[config.mk]
export PLATFORM = sky130hd
export DESIGN_NAME = alu_stage
export DESIGN_NICKNAME = d
export VERILOG_FILES = /design/src/verilog/alu_isa_pkg.sv /design/src/verilog/alu_data_pkg.sv /design/src/verilog/alu_control.sv /design/src/verilog/alu_datapath.sv /design/src/verilog/alu_flags.sv /design/src/verilog/alu_stage.sv
export SDC_FILE = /design/constraint.sdc
export NUM_CORES = 1
export LEC_CHECK = 0
export BUFFER_PORTS_ARGS = -buffer_cell sky130_fd_sc_hd__buf_2
export CORE_MARGIN = 2
export CORE_UTILIZATION = 40
export CTS_BUF_LIST = sky130_fd_sc_hd__clkbuf_4 sky130_fd_sc_hd__clkbuf_8
export CTS_CLUSTER_SIZE = 25
export DETAILED_ROUTE_END_ITERATION = 7
export GPL_ROUTABILITY_DRIVEN = 0
export PLACE_DENSITY = 0.58
export REMOVE_ABC_BUFFERS = 1
export SYNTH_ARGS = -nofsm -noshare
export SYNTH_HDL_FRONTEND = slang
export SYNTH_SLANG_ARGS = --single-unit
[constraint.sdc]
create_clock -name clock -period 5.8 [get_ports clock]
set_clock_uncertainty 0.15 [all_clocks]
set_input_delay 0.58 -clock clock [delete_from_list [all_inputs] [get_ports clock]]
set_output_delay 0.58 -clock clock [all_outputs]
set_load 0.1 [all_outputs]
[src/verilog/alu_isa_pkg.sv]
`default_nettype none

package alu_isa_pkg;

	localparam int OP_W = 4; // Opcode field from pipe stage 1
	localparam int CTRL_W = 8; // One control byte per opcode

	// ALU opcodes as seen by the ALU stage
	typedef enum logic [OP_W-1:0] {
		NOP  = 4'd0, // Bubble, ALU idle
		SHL  = 4'd1,
		SHR  = 4'd2,
		ADD  = 4'd3,
		ADDC = 4'd4, // Add with stored carry
		INC  = 4'd5,
		INCC = 4'd6,
		SUB  = 4'd7,
		SUBB = 4'd8, // Subtract with stored borrow
		DEC  = 4'd9,
		AND  = 4'd10,
		OR   = 4'd11,
		XOR  = 4'd12,
		NOT  = 4'd13,
		CLC  = 4'd14,
		ERR  = 4'd15 // Active, but A falls through
	} alu_op_e;

	// Left operand source
	typedef enum logic [1:0] {
		LHS_A    = 2'd0,
		LHS_SHL  = 2'd1, // A << 1, A[7] lands in bit 8
		LHS_SHR  = 2'd2, // Logical shift
		LHS_ZERO = 2'd3
	} lhs_sel_e;

	// Carry-in source, two codes give zero
	typedef enum logic [1:0] {
		CS_ZERO     = 2'd0,
		CS_FLAG     = 2'd1, // Carry left by last active op
		CS_ONE      = 2'd2,
		CS_ZERO_ALT = 2'd3
	} carry_sel_e;

	typedef struct packed {
		carry_sel_e carry_sel; // Bits 7:6
		lhs_sel_e   lhs_sel;   // Bits 5:4
		logic [3:0] rhs_tt;    // Bits 3:0, indexed by {b, a}
	} ctrl_fields_t;

	// Decoder writes raw, datapath reads fields
	typedef union packed {
		logic [CTRL_W-1:0] raw;
		ctrl_fields_t      fields;
	} ctrl_word_u;

endpackage

`default_nettype wire

[src/verilog/alu_data_pkg.sv]
`default_nettype none

package alu_data_pkg;

	localparam int DATA_W = 8; // Operand and result width

	// Flag register contents
	typedef struct packed {
		logic carry; // Bit 8 of the 9-bit sum
		logic zero;  // Result is all zeros
		logic sign;  // Result MSB
	} alu_flags_t;

	// One operation per clock from pipe register
	typedef struct packed {
		alu_isa_pkg::alu_op_e op;
		logic [DATA_W-1:0]    a;
		logic [DATA_W-1:0]    b;
	} alu_req_t;

	// Registered stage output
	typedef struct packed {
		logic [DATA_W-1:0] value;
		alu_flags_t        flags;
	} alu_res_t;

endpackage

`default_nettype wire

[src/verilog/alu_control.sv]
`default_nettype none

// Opcode to control byte lookup
module alu_control (
	input  wire                     clock, // Assertion sampling only
	input  alu_isa_pkg::alu_op_e    op,
	output alu_isa_pkg::ctrl_word_u ctrl,
	output logic                    alu_active
);

	// Byte layout is CS[7:6] LHS[5:4] RHS[3:0]
	always_comb begin
		alu_active = 1'b1; // Every row but NOP wakes the ALU
		case (op)
			alu_isa_pkg::NOP: begin
				ctrl.raw   = 8'h00; // Idle so flags hold
				alu_active = 1'b0;
			end
			alu_isa_pkg::SHL:  ctrl.raw = 8'h10; // Shifted A + 0
			alu_isa_pkg::SHR:  ctrl.raw = 8'h20;
			alu_isa_pkg::ADD:  ctrl.raw = 8'h0C; // A + B
			alu_isa_pkg::ADDC: ctrl.raw = 8'h4C; // A + B + C
			alu_isa_pkg::INC:  ctrl.raw = 8'h80; // A + 0 + 1
			alu_isa_pkg::INCC: ctrl.raw = 8'h40;
			alu_isa_pkg::SUB:  ctrl.raw = 8'h83; // A + ~B + 1
			alu_isa_pkg::SUBB: ctrl.raw = 8'h43; // A + ~B + C
			alu_isa_pkg::DEC:  ctrl.raw = 8'h0F; // A + FF
			alu_isa_pkg::AND:  ctrl.raw = 8'h38; // Zero lhs with table 1000
			alu_isa_pkg::OR:   ctrl.raw = 8'h3E;
			alu_isa_pkg::XOR:  ctrl.raw = 8'h36;
			alu_isa_pkg::NOT:  ctrl.raw = 8'h33; // ~B
			alu_isa_pkg::CLC:  ctrl.raw = 8'h30; // 0 + 0 + 0
			alu_isa_pkg::ERR:  ctrl.raw = 8'h00;
			default:           ctrl.raw = 8'h00;
		endcase
	end

	// ERR and NOP share a control byte so only the opcode tells them apart
	a_active_matches_op: assert property (
		@(posedge clock) alu_active == (op != alu_isa_pkg::NOP)
	) else $error("alu_active disagrees with opcode %s", op.name());

endmodule

`default_nettype wire

[src/verilog/alu_datapath.sv]
`default_nettype none

// Combinational ALU core, driven by one control byte
module alu_datapath (
	input  wire                                    clock, // Assertion sampling only
	input  alu_isa_pkg::ctrl_word_u                ctrl,
	input  wire  [alu_data_pkg::DATA_W-1:0]        a,
	input  wire  [alu_data_pkg::DATA_W-1:0]        b,
	input  wire                                    carry_in_flag, // Stored carry
	output logic [alu_data_pkg::DATA_W-1:0]        value,
	output alu_data_pkg::alu_flags_t               flags_next
);

	logic [alu_data_pkg::DATA_W-1:0] rhs; // Truth table output
	logic [alu_data_pkg::DATA_W:0]   lhs; // One extra bit for SHL
	logic [alu_data_pkg::DATA_W:0]   sum;
	logic                            carry_in;

	// Per-bit 4:1 mux, b is the high select
	always_comb begin
		for (int i = 0; i < alu_data_pkg::DATA_W; i++) begin
			rhs[i] = ctrl.fields.rhs_tt[{b[i], a[i]}];
		end
	end

	// Left operand, zero-extended to 9 bits
	always_comb begin
		case (ctrl.fields.lhs_sel)
			alu_isa_pkg::LHS_A:
				lhs = {1'b0, a};
			alu_isa_pkg::LHS_SHL:
				lhs = {a, 1'b0}; // a[7] becomes carry
			alu_isa_pkg::LHS_SHR:
				lhs = {2'b00, a[alu_data_pkg::DATA_W-1:1]}; // Low bit dropped
			alu_isa_pkg::LHS_ZERO:
				lhs = '0;
			default:
				lhs = '0;
		endcase
	end

	// Carry-in mux
	always_comb begin
		case (ctrl.fields.carry_sel)
			alu_isa_pkg::CS_ZERO:     carry_in = 1'b0;
			alu_isa_pkg::CS_FLAG:     carry_in = carry_in_flag; // Chained ops
			alu_isa_pkg::CS_ONE:      carry_in = 1'b1; // INC, SUB
			alu_isa_pkg::CS_ZERO_ALT: carry_in = 1'b0;
			default:                  carry_in = 1'b0;
		endcase
	end

	// Single 9-bit adder does all arithmetic
	assign sum = lhs + {1'b0, rhs} + {{alu_data_pkg::DATA_W{1'b0}}, carry_in};

	assign value = sum[alu_data_pkg::DATA_W-1:0];

	// Next flags, loaded only when the stage is active
	always_comb begin
		flags_next.carry = sum[alu_data_pkg::DATA_W];
		flags_next.zero  = (value == '0);
		flags_next.sign  = value[alu_data_pkg::DATA_W-1]; // MSB of result
	end

	// Logic ops must pass the truth table straight through the adder
	a_logic_passthrough: assert property (
		@(posedge clock)
		(ctrl.fields.lhs_sel == alu_isa_pkg::LHS_ZERO &&
			(ctrl.fields.carry_sel == alu_isa_pkg::CS_ZERO ||
			ctrl.fields.carry_sel == alu_isa_pkg::CS_ZERO_ALT))
		|-> (value == rhs)
	) else $error("logic op value %h differs from rhs %h", value, rhs);

endmodule

`default_nettype wire

[src/verilog/alu_flags.sv]
`default_nettype none

// Carry, zero, sign register
// Load enable stands in for the gated ALU clock
module alu_flags (
	input  wire                      clock,
	input  wire                      rst_n,
	input  wire                      alu_active,
	input  alu_data_pkg::alu_flags_t flags_next,
	output alu_data_pkg::alu_flags_t flags
);

	always_ff @(posedge clock) begin
		if (!rst_n) begin
			flags <= '0;
		end else if (alu_active) begin
			flags <= flags_next; // Only active ops touch flags
		end
	end

	// Bubbles must not disturb carry between chained ops
	a_hold_on_bubble: assert property (
		@(posedge clock) disable iff (!rst_n)
		!alu_active |=> $stable(flags)
	) else $error("flags changed after an idle cycle");

endmodule

`default_nettype wire

[src/verilog/alu_stage.sv]
`default_nettype none

// ALU pipeline stage, one request per clock, one cycle latency
module alu_stage (
	input  wire                    clock,
	input  wire                    rst_n,
	input  alu_data_pkg::alu_req_t req,
	output alu_data_pkg::alu_res_t res,
	output logic                   alu_active
);

	alu_isa_pkg::ctrl_word_u         ctrl;
	logic                            active_next; // Decoded, not yet registered
	logic [alu_data_pkg::DATA_W-1:0] value_next;
	logic [alu_data_pkg::DATA_W-1:0] value_q;
	alu_data_pkg::alu_flags_t        flags_next;
	alu_data_pkg::alu_flags_t        flags_q;

	alu_control u_control (
		.clock      (clock),
		.op         (req.op),
		.ctrl       (ctrl),
		.alu_active (active_next)
	);

	// Stored carry feeds back for ADDC, INCC, SUBB
	alu_datapath u_datapath (
		.clock         (clock),
		.ctrl          (ctrl),
		.a             (req.a),
		.b             (req.b),
		.carry_in_flag (flags_q.carry),
		.value         (value_next),
		.flags_next    (flags_next)
	);

	alu_flags u_flags (
		.clock      (clock),
		.rst_n      (rst_n),
		.alu_active (active_next),
		.flags_next (flags_next),
		.flags      (flags_q)
	);

	// Output register, same edge as the flag load
	always_ff @(posedge clock) begin
		if (!rst_n) begin
			value_q    <= '0;
			alu_active <= 1'b0;
		end else begin
			value_q    <= value_next; // Bubbles still update value
			alu_active <= active_next;
		end
	end

	assign res.value = value_q;
	assign res.flags = flags_q; // Already one cycle behind, lines up with value_q

endmodule

`default_nettype wire
---- Word level (Yosys, flattened, before mapping) ----
Index checks and enable logic that the tools add are counted.
storage, ports and cells
  bits in registers ....................... 12
  word-level logic and storage cells ...... 62
operators by class
  $add $sub $neg .......................... 2
  magnitude comparators ................... 8
  equality and inequality tests ........... 21
  multiplexer cells ....................... 20
  reduce and logical (&&, ||, !) cells .... 6
operator list
  cell                                                number
  case mux 8 bit (15 select lines)                    1
  case mux 9 bit (4 select lines)                     1
  == test 4 bit, second input constant                8
  < comparator 2 x 3 -> 1 bit, second input constant  8
  binary-select mux 1 bit (select 2 bit)              8
  == test 4 x 3 -> 1 bit, second input constant       4
  adder 9 x 1 -> 9 bit                                1
  adder 9 x 8 -> 9 bit                                1
  two-way mux 1 bit                                   9
  == test 2 bit, second input constant                4
  == test 4 x 2 -> 1 bit, second input constant       2
  logical NOT 8 bit                                   1
  == test 2 x 1 -> 1 bit, second input constant       2
  == test 4 x 1 -> 1 bit, second input constant       1
  logical NOT 2 bit                                   2
  logical NOT 4 bit                                   1
  OR reduction 2 bit                                  2
  case mux 1 bit (3 select lines)                     1

---- Longest topological paths before layout ----
Gate-level depths: netlist of run 1.
  depth after elaboration ................. 8
  gate-level depth with buffers ........... 16
  gate-level depth less buffers ........... 15

---- Hierarchy ----
Synthesis of run 1 repeated with hierarchy kept, for this count alone.
second synthesis, totals
  cell total of the unflattened synthesis .. 144
  area total of the unflattened synthesis .. 1302.5 um2
modules (own cells, without submodules)
  module        times used  cells an instance  area an instance (um2)  sequential area each (um2)
  alu_datapath  1           89                 757.0                   0.0
  alu_stage     1           18                 236.5                   180.2
  alu_control   1           28                 200.2                   0.0
  alu_flags     1           9                  108.9                   60.1

---- Worst setup path after synthesis of run 1 ----
Ideal clock, no wire load.
  path type ............................... input -> register
  start point ............................. input port req[17] (netlist name)
  end point ............................... register u_flags.flags[0] (netlist name)
  data arrival time ....................... 3.085 ns
  required time ........................... 5.524 ns
  slack ................................... 2.439 ns
  stages .................................. 14
  path buffers ............................ 1
  cell sequence ........................... buf_2 -> nand2_2 -> nand2_1 -> nand2_1 -> o221ai_2 -> a222oi_1 -> inv_1 -> ha_1 -> a211oi_2 -> o21bai_1 -> a2111oi_2 -> nor2_1 -> xnor2_1 -> o22ai_1
on the way
  cells in the longest elaborated chain, start to end .. 7
ends and longest elaborated chain
  element                                                                  RTL line                                source
  start, declared                                                          alu_stage.sv:7                          input alu_data_pkg::alu_req_t req,
  == test 4 bit or logical NOT 4 bit (tied branches)                       alu_control.sv:14                       case (op)
  OR reduction 2 bit (no line)                                             n/a
  case mux 8 bit (15 select lines)                                         alu_control.sv:14
  == test 2 bit (tied with other cells)                                    alu_datapath.sv:28                      case (ctrl.fields.lhs_sel)
  case mux 9 bit (4 select lines) (tied with other cells)                  alu_datapath.sv:28
  adder 9 x 8 -> 9 bit or case mux 1 bit (3 select lines) (tied branches)  alu_datapath.sv:54, alu_datapath.sv:44
  adder 9 x 1 -> 9 bit                                                     alu_datapath.sv:54                      assign sum = lhs + {1'b0, rhs} + {{alu_data_pkg::DATA_W{1'b0}}, carry_in};
  end signal, assigned                                                     alu_flags.sv:17                         flags <= flags_next;
  end, declared                                                            alu_flags.sv:10                         output alu_data_pkg::alu_flags_t flags
Parallel ways exist; a longest one is shown, timed or not. The select of a mux whose other input is x is not followed.
A chain may end at the register's enable or synchronous reset.

---- Worst setup path in the final report of run 1 ----
  start point ............................. input port req[17] (netlist name)
  end point ............................... register u_flags.flags[1] (netlist name)
on the way
  cells in the longest elaborated chain, start to end .. 8
ends and longest elaborated chain
  element                                                                  RTL line                                source
  == test 4 bit or logical NOT 4 bit (tied branches)                       alu_control.sv:14
  OR reduction 2 bit (no line)                                             n/a
  case mux 8 bit (15 select lines)                                         alu_control.sv:14
  == test 2 bit (tied with other cells)                                    alu_datapath.sv:28
  case mux 9 bit (4 select lines) (tied with other cells)                  alu_datapath.sv:28
  adder 9 x 8 -> 9 bit or case mux 1 bit (3 select lines) (tied branches)  alu_datapath.sv:54, alu_datapath.sv:44
  adder 9 x 1 -> 9 bit                                                     alu_datapath.sv:54
  logical NOT 8 bit                                                        alu_datapath.sv:61                      flags_next.zero = (value == '0);
Parallel ways exist; a longest one is shown, timed or not. The select of a mux whose other input is x is not followed.

==> summary.md, run 1 <==
| Metric | Value |
|---|---|
| Largest net degree at the start of global routing | `32` |
| Max Slew Vio Count | `0` |
| Cells after synthesis | `215` |
| Initial cell density of the core | `41.5%` |
| Total I/O pin count | `34` |
| Die outline area | `4280 µm²` |
| Commonest cells in the netlist | `sky130_fd_sc_hd__o21ai_0 (33), sky130_fd_sc_hd__nor2_1 (24), sky130_fd_sc_hd__nand2_1 (16)` |
| Worst-skew pair later-pin latency | `0.24 ns` |
| Max-slew headroom at the worst pin | `55.4%` |
| Die boundary height | `65.4 µm` |
| Status | `complete, no violations` |
| Main synth FF type | `sky130_fd_sc_hd__dfxtp_1` |
| Number of standard-cell rows in the floorplan | `22` |
| PwrDens | `254 nW/µm²` |
| Top layer used by detailed routing | `met4` |
| Netlist area before placement | `1510 µm²` |
| Share of Yosys cell area claimed by the top area cell type | `15.9%` |
| Wire length after detailed routing | `3690 µm` |
| Least-Margin Pin Slew | `0.668 ns` |
| Leakage power figure | `0.734 nW` |
| Proportion of layout cells with a drive suffix above 1 | `19.8%` |
| Ratio of routed vias to standard cells | `5.64` |
| Number of buffers added on ports | `33` |
| Kind of start point of the critical path | `input pin` |
| Library cell used as clock root buffer | `sky130_fd_sc_hd__clkbuf_8` |
| # resized after CTS | `0` |
| Inserted Clock Buffers | `3` |
| Initial DRT Pass Iterations | `4` |
| Total global-route track usage | `18.8%` |
| Share of the yosys chip area belonging to registers | `15.9%` |
| Max clock buf depth | `2` |
| Horiz. Die Dim | `65.4 µm` |
| Number of flip-flops and latches in the synthesized netlist | `12` |
| Max H-tree Level | `1` |
| Amount of wire on met3 after detailed routing | `134 µm` |
| Synthesis warning total | `0` |
| CP max FO | `22` |
| Type of the setup path with the least slack | `input pin to register` |
| Count of antenna diodes in the layout | `0` |
| Critical path, cell by cell | `buf_2 > inv_1 > o21ai_0 > o21ai_0 > a32oi_1 > o211ai_1 > fa_1 > inv_1 > fa_1 > nor2b_1 > o31a_1 > o21ai_1 > or3b_1 > a21oi_1 > a31o_1` |
| Remaining antenna violation count after routing | `0` |
| Final setup TNS | `0 ns` |
| Finish-stage setup viols | `0` |
| WL/cell | `12.9 µm` |
| Via total after detailed routing | `1607` |
| Largest stage delay on the critical path | `0.49 ns` |
| Critical-path top delay cell | `sky130_fd_sc_hd__fa_1` |
| Post-synth EDFFs | `0` |
| Amount of wire on met2 after detailed routing | `1650 µm` |
| Num Clock Sinks | `12` |
| Fraction of registers with async set/reset | `0%` |
| Initial antenna violation count | `0` |
| Core Footprint | `3630 µm²` |
| Post-route DRC violation count | `0` |
| Fill cell total of the finished layout | `415` |
| Number of nets in the layout | `269` |
| Arrival time worst endpoint | `3.80 ns` |
| Critical path capture point type | `register` |
| Worst Hold Class | `register to register` |
| Synth area leader | `sky130_fd_sc_hd__dfxtp_1` |
| RSZ-0062 raised after global routing | `false` |
| Minimum clock period after layout | `3.77 ns` |
| Worst vdd ir | `0.0632 mV` |
| Number of global-route vias before repair | `1357` |
| Met1 wire length | `1850 µm` |
| Top-count cell post-synth | `sky130_fd_sc_hd__o21ai_0` |
| Per-instance average area after synthesis | `7.01 µm²` |
| First-pass GRT wire length | `6380 µm` |
| Quantity of hold-fixing buffers added after cts | `0` |
| Final HPWL from detailed placement | `2720 µm` |
| Layout area overhead | `14.3%` |
| Place WS | `1.79 ns` |
| Total overflow reported by the global router | `0` |
| Number of failing hold endpoints at the final stage | `0` |
| Required time worst endpoint | `5.83 ns` |
| Clk pin slew, worst setup/hold paths | `0.05 ns` |
| Final worst path period share | `65.0%` |
| Number of violations reported at the end of detailed-routing iteration 0 | `94` |
| Max-cap check violation count | `0` |
| Number of unique standard cell types used by synthesis | `44` |
| Final worst slack | `2.03 ns` |
| Total Power | `0.438 mW` |
| Largest cells by area after synthesis | `sky130_fd_sc_hd__dfxtp_1 (16%), sky130_fd_sc_hd__o21ai_0 (11%), sky130_fd_sc_hd__nor2_1 (6.0%)` |
| TritonCTS clock tree | `built` |
| Number of buffers inserted by post-CTS setup repair | `0` |
| Fmax | `265 MHz` |
## worst max-delay path: cells and delay by family
kind / cells / cell delay [ns]
AND/OR/NAND/NOR: 2 / 0.45
adder cells (fa/ha/maj): 2 / 0.70
AO/OA/AOI/OAI: 8 / 1.40
buffers and inverters: 3 / 0.69
## layer usage
| layer | track usage, % | vias up |
|---|---|---|
| met5 | 0 | - |
| met2 | 30.1 | 40 |
| met4 | 8.33 | 0 |
| met1 | 26.4 | 721 |
| met3 | 0.514 | 4 |
| li1 | - | 842 |
## power breakdown
| part | internal [mW] | total [mW] | switching (mW) |
|---|---|---|---|
| registers | 0.0958 | 0.0988 | 0.00300 |
| clock network | 0.0598 | 0.0885 | 0.0288 |
| logic | 0.0696 | 0.251 | 0.181 |
## flip-flops by register name, summed over array words and instances, names as in the netlist
signal / count
u_flags.flags: 3
value_q: 8
alu_active: 1
## kinds of logic after synthesis
logic type	Yosys count	share of synthesized area [%]
xor+xnor	5	2.91
flops	12	15.9
compound gates	91	41.1
buf+inv	25	6.81
fa+ha+maj	9	8.46
simple gates	73	24.8
## cell usage in the layout (no fill, tap or decap), types with 3 or more instances in the layout
cell / n
sky130_fd_sc_hd__a21o_1: 8
sky130_fd_sc_hd__a21oi_1: 13
sky130_fd_sc_hd__a222oi_1: 6
sky130_fd_sc_hd__a32oi_1: 8
sky130_fd_sc_hd__and2_1: 5
sky130_fd_sc_hd__and3_1: 3
sky130_fd_sc_hd__buf_2: 33
sky130_fd_sc_hd__clkbuf_8: 4
sky130_fd_sc_hd__dfxtp_1: 12
sky130_fd_sc_hd__ha_1: 7
sky130_fd_sc_hd__inv_1: 10
sky130_fd_sc_hd__nand2_1: 16
sky130_fd_sc_hd__nand2_2: 3
sky130_fd_sc_hd__nand3b_1: 8
sky130_fd_sc_hd__nor2_1: 24
sky130_fd_sc_hd__nor2b_1: 3
sky130_fd_sc_hd__o211ai_1: 7
sky130_fd_sc_hd__o21ai_0: 33
sky130_fd_sc_hd__xnor2_1: 3
## worst paths after layout
check                         from          endpoint  slack, ns  cells after the start
setup / recovery           req[17]  u_flags.flags[1]       2.03                     15
hold / removal    u_flags.flags[0]  u_flags.flags[0]       0.31                      2
setup reg to reg  u_flags.flags[2]  u_flags.flags[1]       3.12                     10
hold reg to reg   u_flags.flags[0]  u_flags.flags[0]       0.31                      2
## per-stage QoR
step           hold WS [ns]  util [%]  cell area (µm²)  std cells
3_5_place_dp          0.306      45.9             1670        281
4_1_cts               0.316      47.4             1720        285
6_report              0.314      47.4             1720        285
5_1_grt               0.348      47.4             1720        285
3_3_place_gp          0.310      45.9             1670        281
2_1_floorplan         0.552         -             1440        200
## final cells by class
type                       count  area (µm²)  area share [%]
multi-input combinational    178        1160            67.6
sequential                    12         240            13.9
timing repair buffer          33         165            9.59
tap                           48        60.1            3.49
clock buffer                   4        55.1            3.20
inverter                      10        37.5            2.18
(Power assumes the default switching activity.)
==> run 2, diff against run 1 <==
==> constraint.sdc (replaced) <==
create_clock -name clock -period 3.8 [get_ports clock]
set_clock_uncertainty 0.15 [all_clocks]
set_input_delay 0.38 -clock clock [delete_from_list [all_inputs] [get_ports clock]]
set_output_delay 0.38 -clock clock [all_outputs]
set_load 0.1 [all_outputs]
==> run 2 against run 1 <==
  * Global-route usage up 0.83 points
  * Combinational power grew 56%
  * Highest routed layer unchanged
  * Via count grew 1.7%
  * Largest power group unchanged
  * Count of clock-buffer cells in the layout decreased by 1
==> summary.md, run 2 (synthesis gave the netlist of run 1 again) <==
| Metric | Value |
|---|---|
| Instance area after placement | `1730 µm²` |
| Critical register-to-register path startpoint | `u_flags.flags[2]` |
| Kind of start point of the critical path | `input pin` |
| Worst vdd ir | `0.116 mV` |
| Max-cap check violation count | `0` |
| Max reg flops | `8` |
| Total I/O pin count | `34` |
| Part of the power in registers | `23.3%` |
| Final setup TNS | `0 ns` |
| Largest net degree at the start of global routing | `23` |
| Worst hold margin | `0.316 ns` |
| Total overflow reported by the global router | `0` |
| Final worst slack | `0.429 ns` |
| Count of antenna diodes in the layout | `0` |
| Number of global-route vias before repair | `1442` |
| Remaining antenna violation count after routing | `0` |
| Core Footprint | `3630 µm²` |
| Largest regs | `value_q (8), u_flags.flags (3), alu_active (1)` |
| Utilization of the core after routing | `48.7%` |
| Leakage power figure | `0.764 nW` |
| Clk network pwr share | `16.5%` |
| Switching power | `0.322 mW` |
| Number of buffers inserted by post-CTS setup repair | `0` |
| Final worst path period share | `88.7%` |
| Number of standard-cell rows in the floorplan | `22` |
| Library cell used as clock root buffer | `sky130_fd_sc_hd__clkbuf_8` |
| Horiz. Die Dim | `65.4 µm` |
| Worst-skew pair later-pin latency | `0.23 ns` |
| Switching power as a share of total power | `49.6%` |
| Part of the total power dissipated in combinational logic | `60.2%` |
| Post-route DRC violation count | `0` |
| Die boundary height | `65.4 µm` |
| Arrival time worst endpoint | `3.33 ns` |
| Layout area overhead | `17.3%` |
| Ratio of routed vias to standard cells | `5.60` |
| Initial cell density of the core | `41.5%` |
| Max-slew headroom at the worst pin | `60.4%` |
| WL/cell | `13.2 µm` |
| Max clock buf depth | `2` |
| Type of the setup path with the least slack | `input pin to register` |
| Most flops, register | `value_q` |
| PwrDens | `367 nW/µm²` |
| Hold_sp | `u_flags.flags[0]` |
| Post-route insts no fill | `292` |
| Proportion of layout cells with a drive suffix above 1 | `22.1%` |
| Number of nets in the layout | `277` |
| Critical path capture point type | `register` |
| Design internal power | `0.327 mW` |
| Num Clock Sinks | `12` |
| TritonCTS clock tree | `built` |
| Initial antenna violation count | `0` |
| Critical-path top delay cell | `sky130_fd_sc_hd__a222oi_1` |
| Max Slew Vio Count | `0` |
| Required time worst endpoint | `3.76 ns` |
| Instance count after placement with tap cells included | `289` |
| Number of cells traversed by the worst register-to-register path | `10` |
| Finished Cell Area | `1770 µm²` |
| Minimum clock period after layout | `3.37 ns` |
| Flop2flop setup slack | `1.22 ns` |
| Hold EP | `u_flags.flags[0]` |
| # resized after CTS | `0` |
| CP max FO | `22` |
| Fmax | `297 MHz` |
| Clk pin slew, worst setup/hold paths | `0.04 ns` |
| Status | `complete, no violations` |
| Worst Hold Class | `register to register` |
| Finish-stage setup viols | `0` |
| Critical path, cell by cell | `buf_2 > nand2b_1 > o221ai_2 > a222oi_1 > inv_1 > ha_1 > a211oi_2 > o21bai_1 > a2111oi_2 > nor2_1 > xnor2_1 > o22ai_1` |
| Largest stage delay on the critical path | `0.55 ns` |
| Via total after detailed routing | `1635` |
| Die outline area | `4280 µm²` |
| Hold path cells | `2` |
| Number of violations reported at the end of detailed-routing iteration 0 | `88` |
| Number of failing hold endpoints at the final stage | `0` |
| Max H-tree Level | `1` |
| Inserted Clock Buffers | `3` |
| Number of buffers added on ports | `33` |
| Initial DRT Pass Iterations | `4` |
| Final HPWL from detailed placement | `2940 µm` |
| Wire length after detailed routing | `3850 µm` |
| Commonest cells after routing, fill and taps aside | `sky130_fd_sc_hd__o21ai_0 (33), sky130_fd_sc_hd__buf_2 (33), sky130_fd_sc_hd__nor2_1 (24), sky130_fd_sc_hd__nand2_1 (16), sky130_fd_sc_hd__a21oi_1 (13)` |
| Total Power | `0.649 mW` |
| Total global-route track usage | `19.7%` |
| Worst flop-to-flop path endpoint | `u_flags.flags[2]` |
| Place WS | `0.149 ns` |
| Quantity of hold-fixing buffers added after cts | `0` |
| First-pass GRT wire length | `6840 µm` |
| RSZ-0062 raised after global routing | `false` |
| Least-Margin Pin Slew | `0.590 ns` |
[run 2: changes by cell type in the layout (fill, tap and decap cells not counted)]
cell / previous run / this run
sky130_fd_sc_hd__buf_4: 0 / 8
sky130_fd_sc_hd__clkbuf_8: 4 / 3
[run 2: how the worst max path moves through the flow]
stage                             to    start  slack [ns]  depth (start not counted)
global route        u_flags.flags[0]  req[18]        0.12                         12
detailed placement  u_flags.flags[0]  req[18]        0.15                         12
finish              u_flags.flags[0]  req[18]        0.43                         12
CTS                 u_flags.flags[0]  req[18]        0.39                         12
floorplan           u_flags.flags[0]  req[17]        0.81                         13
global placement    u_flags.flags[0]  req[18]        0.13                         12
[run 2: area by class of cell]
type                       instances  area (µm²)
fill                             391        1860
inverter                          10        37.5
sequential                        12         240
multi-input combinational        178        1160
tap                               48        60.1
timing repair buffer              41         225
clock buffer                       3        41.3
[run 2: critical path, delay by kind of cell]
family | cells | cell delay, ns
AO/OA/AOI/OAI | 6 | 1.65
XOR/XNOR | 1 | 0.26
adder cells (fa/ha/maj) | 1 | 0.30
buffers and inverters | 2 | 0.43
AND/OR/NAND/NOR | 2 | 0.31
[run 2: power groups by stage]
stage | combinational [mW] | clock, mW | sequential, mW
floorplan | 0.150 | 0 | 0.301
global placement | 0.390 | 0 | 0.153
detailed placement | 0.390 | 0 | 0.154
CTS | 0.392 | 0.111 | 0.152
global route | 0.427 | 0.118 | 0.153
finish | 0.391 | 0.107 | 0.151
[run 2: layer usage]
layer	vias to the layer above	global-route usage [%]	share of wire, %
met1	733	29.4	51
met4	0	5.47	1.0
met3	4	0.514	3.4
li1	858	-	-
met2	40	30.9	45
met5	-	0	0
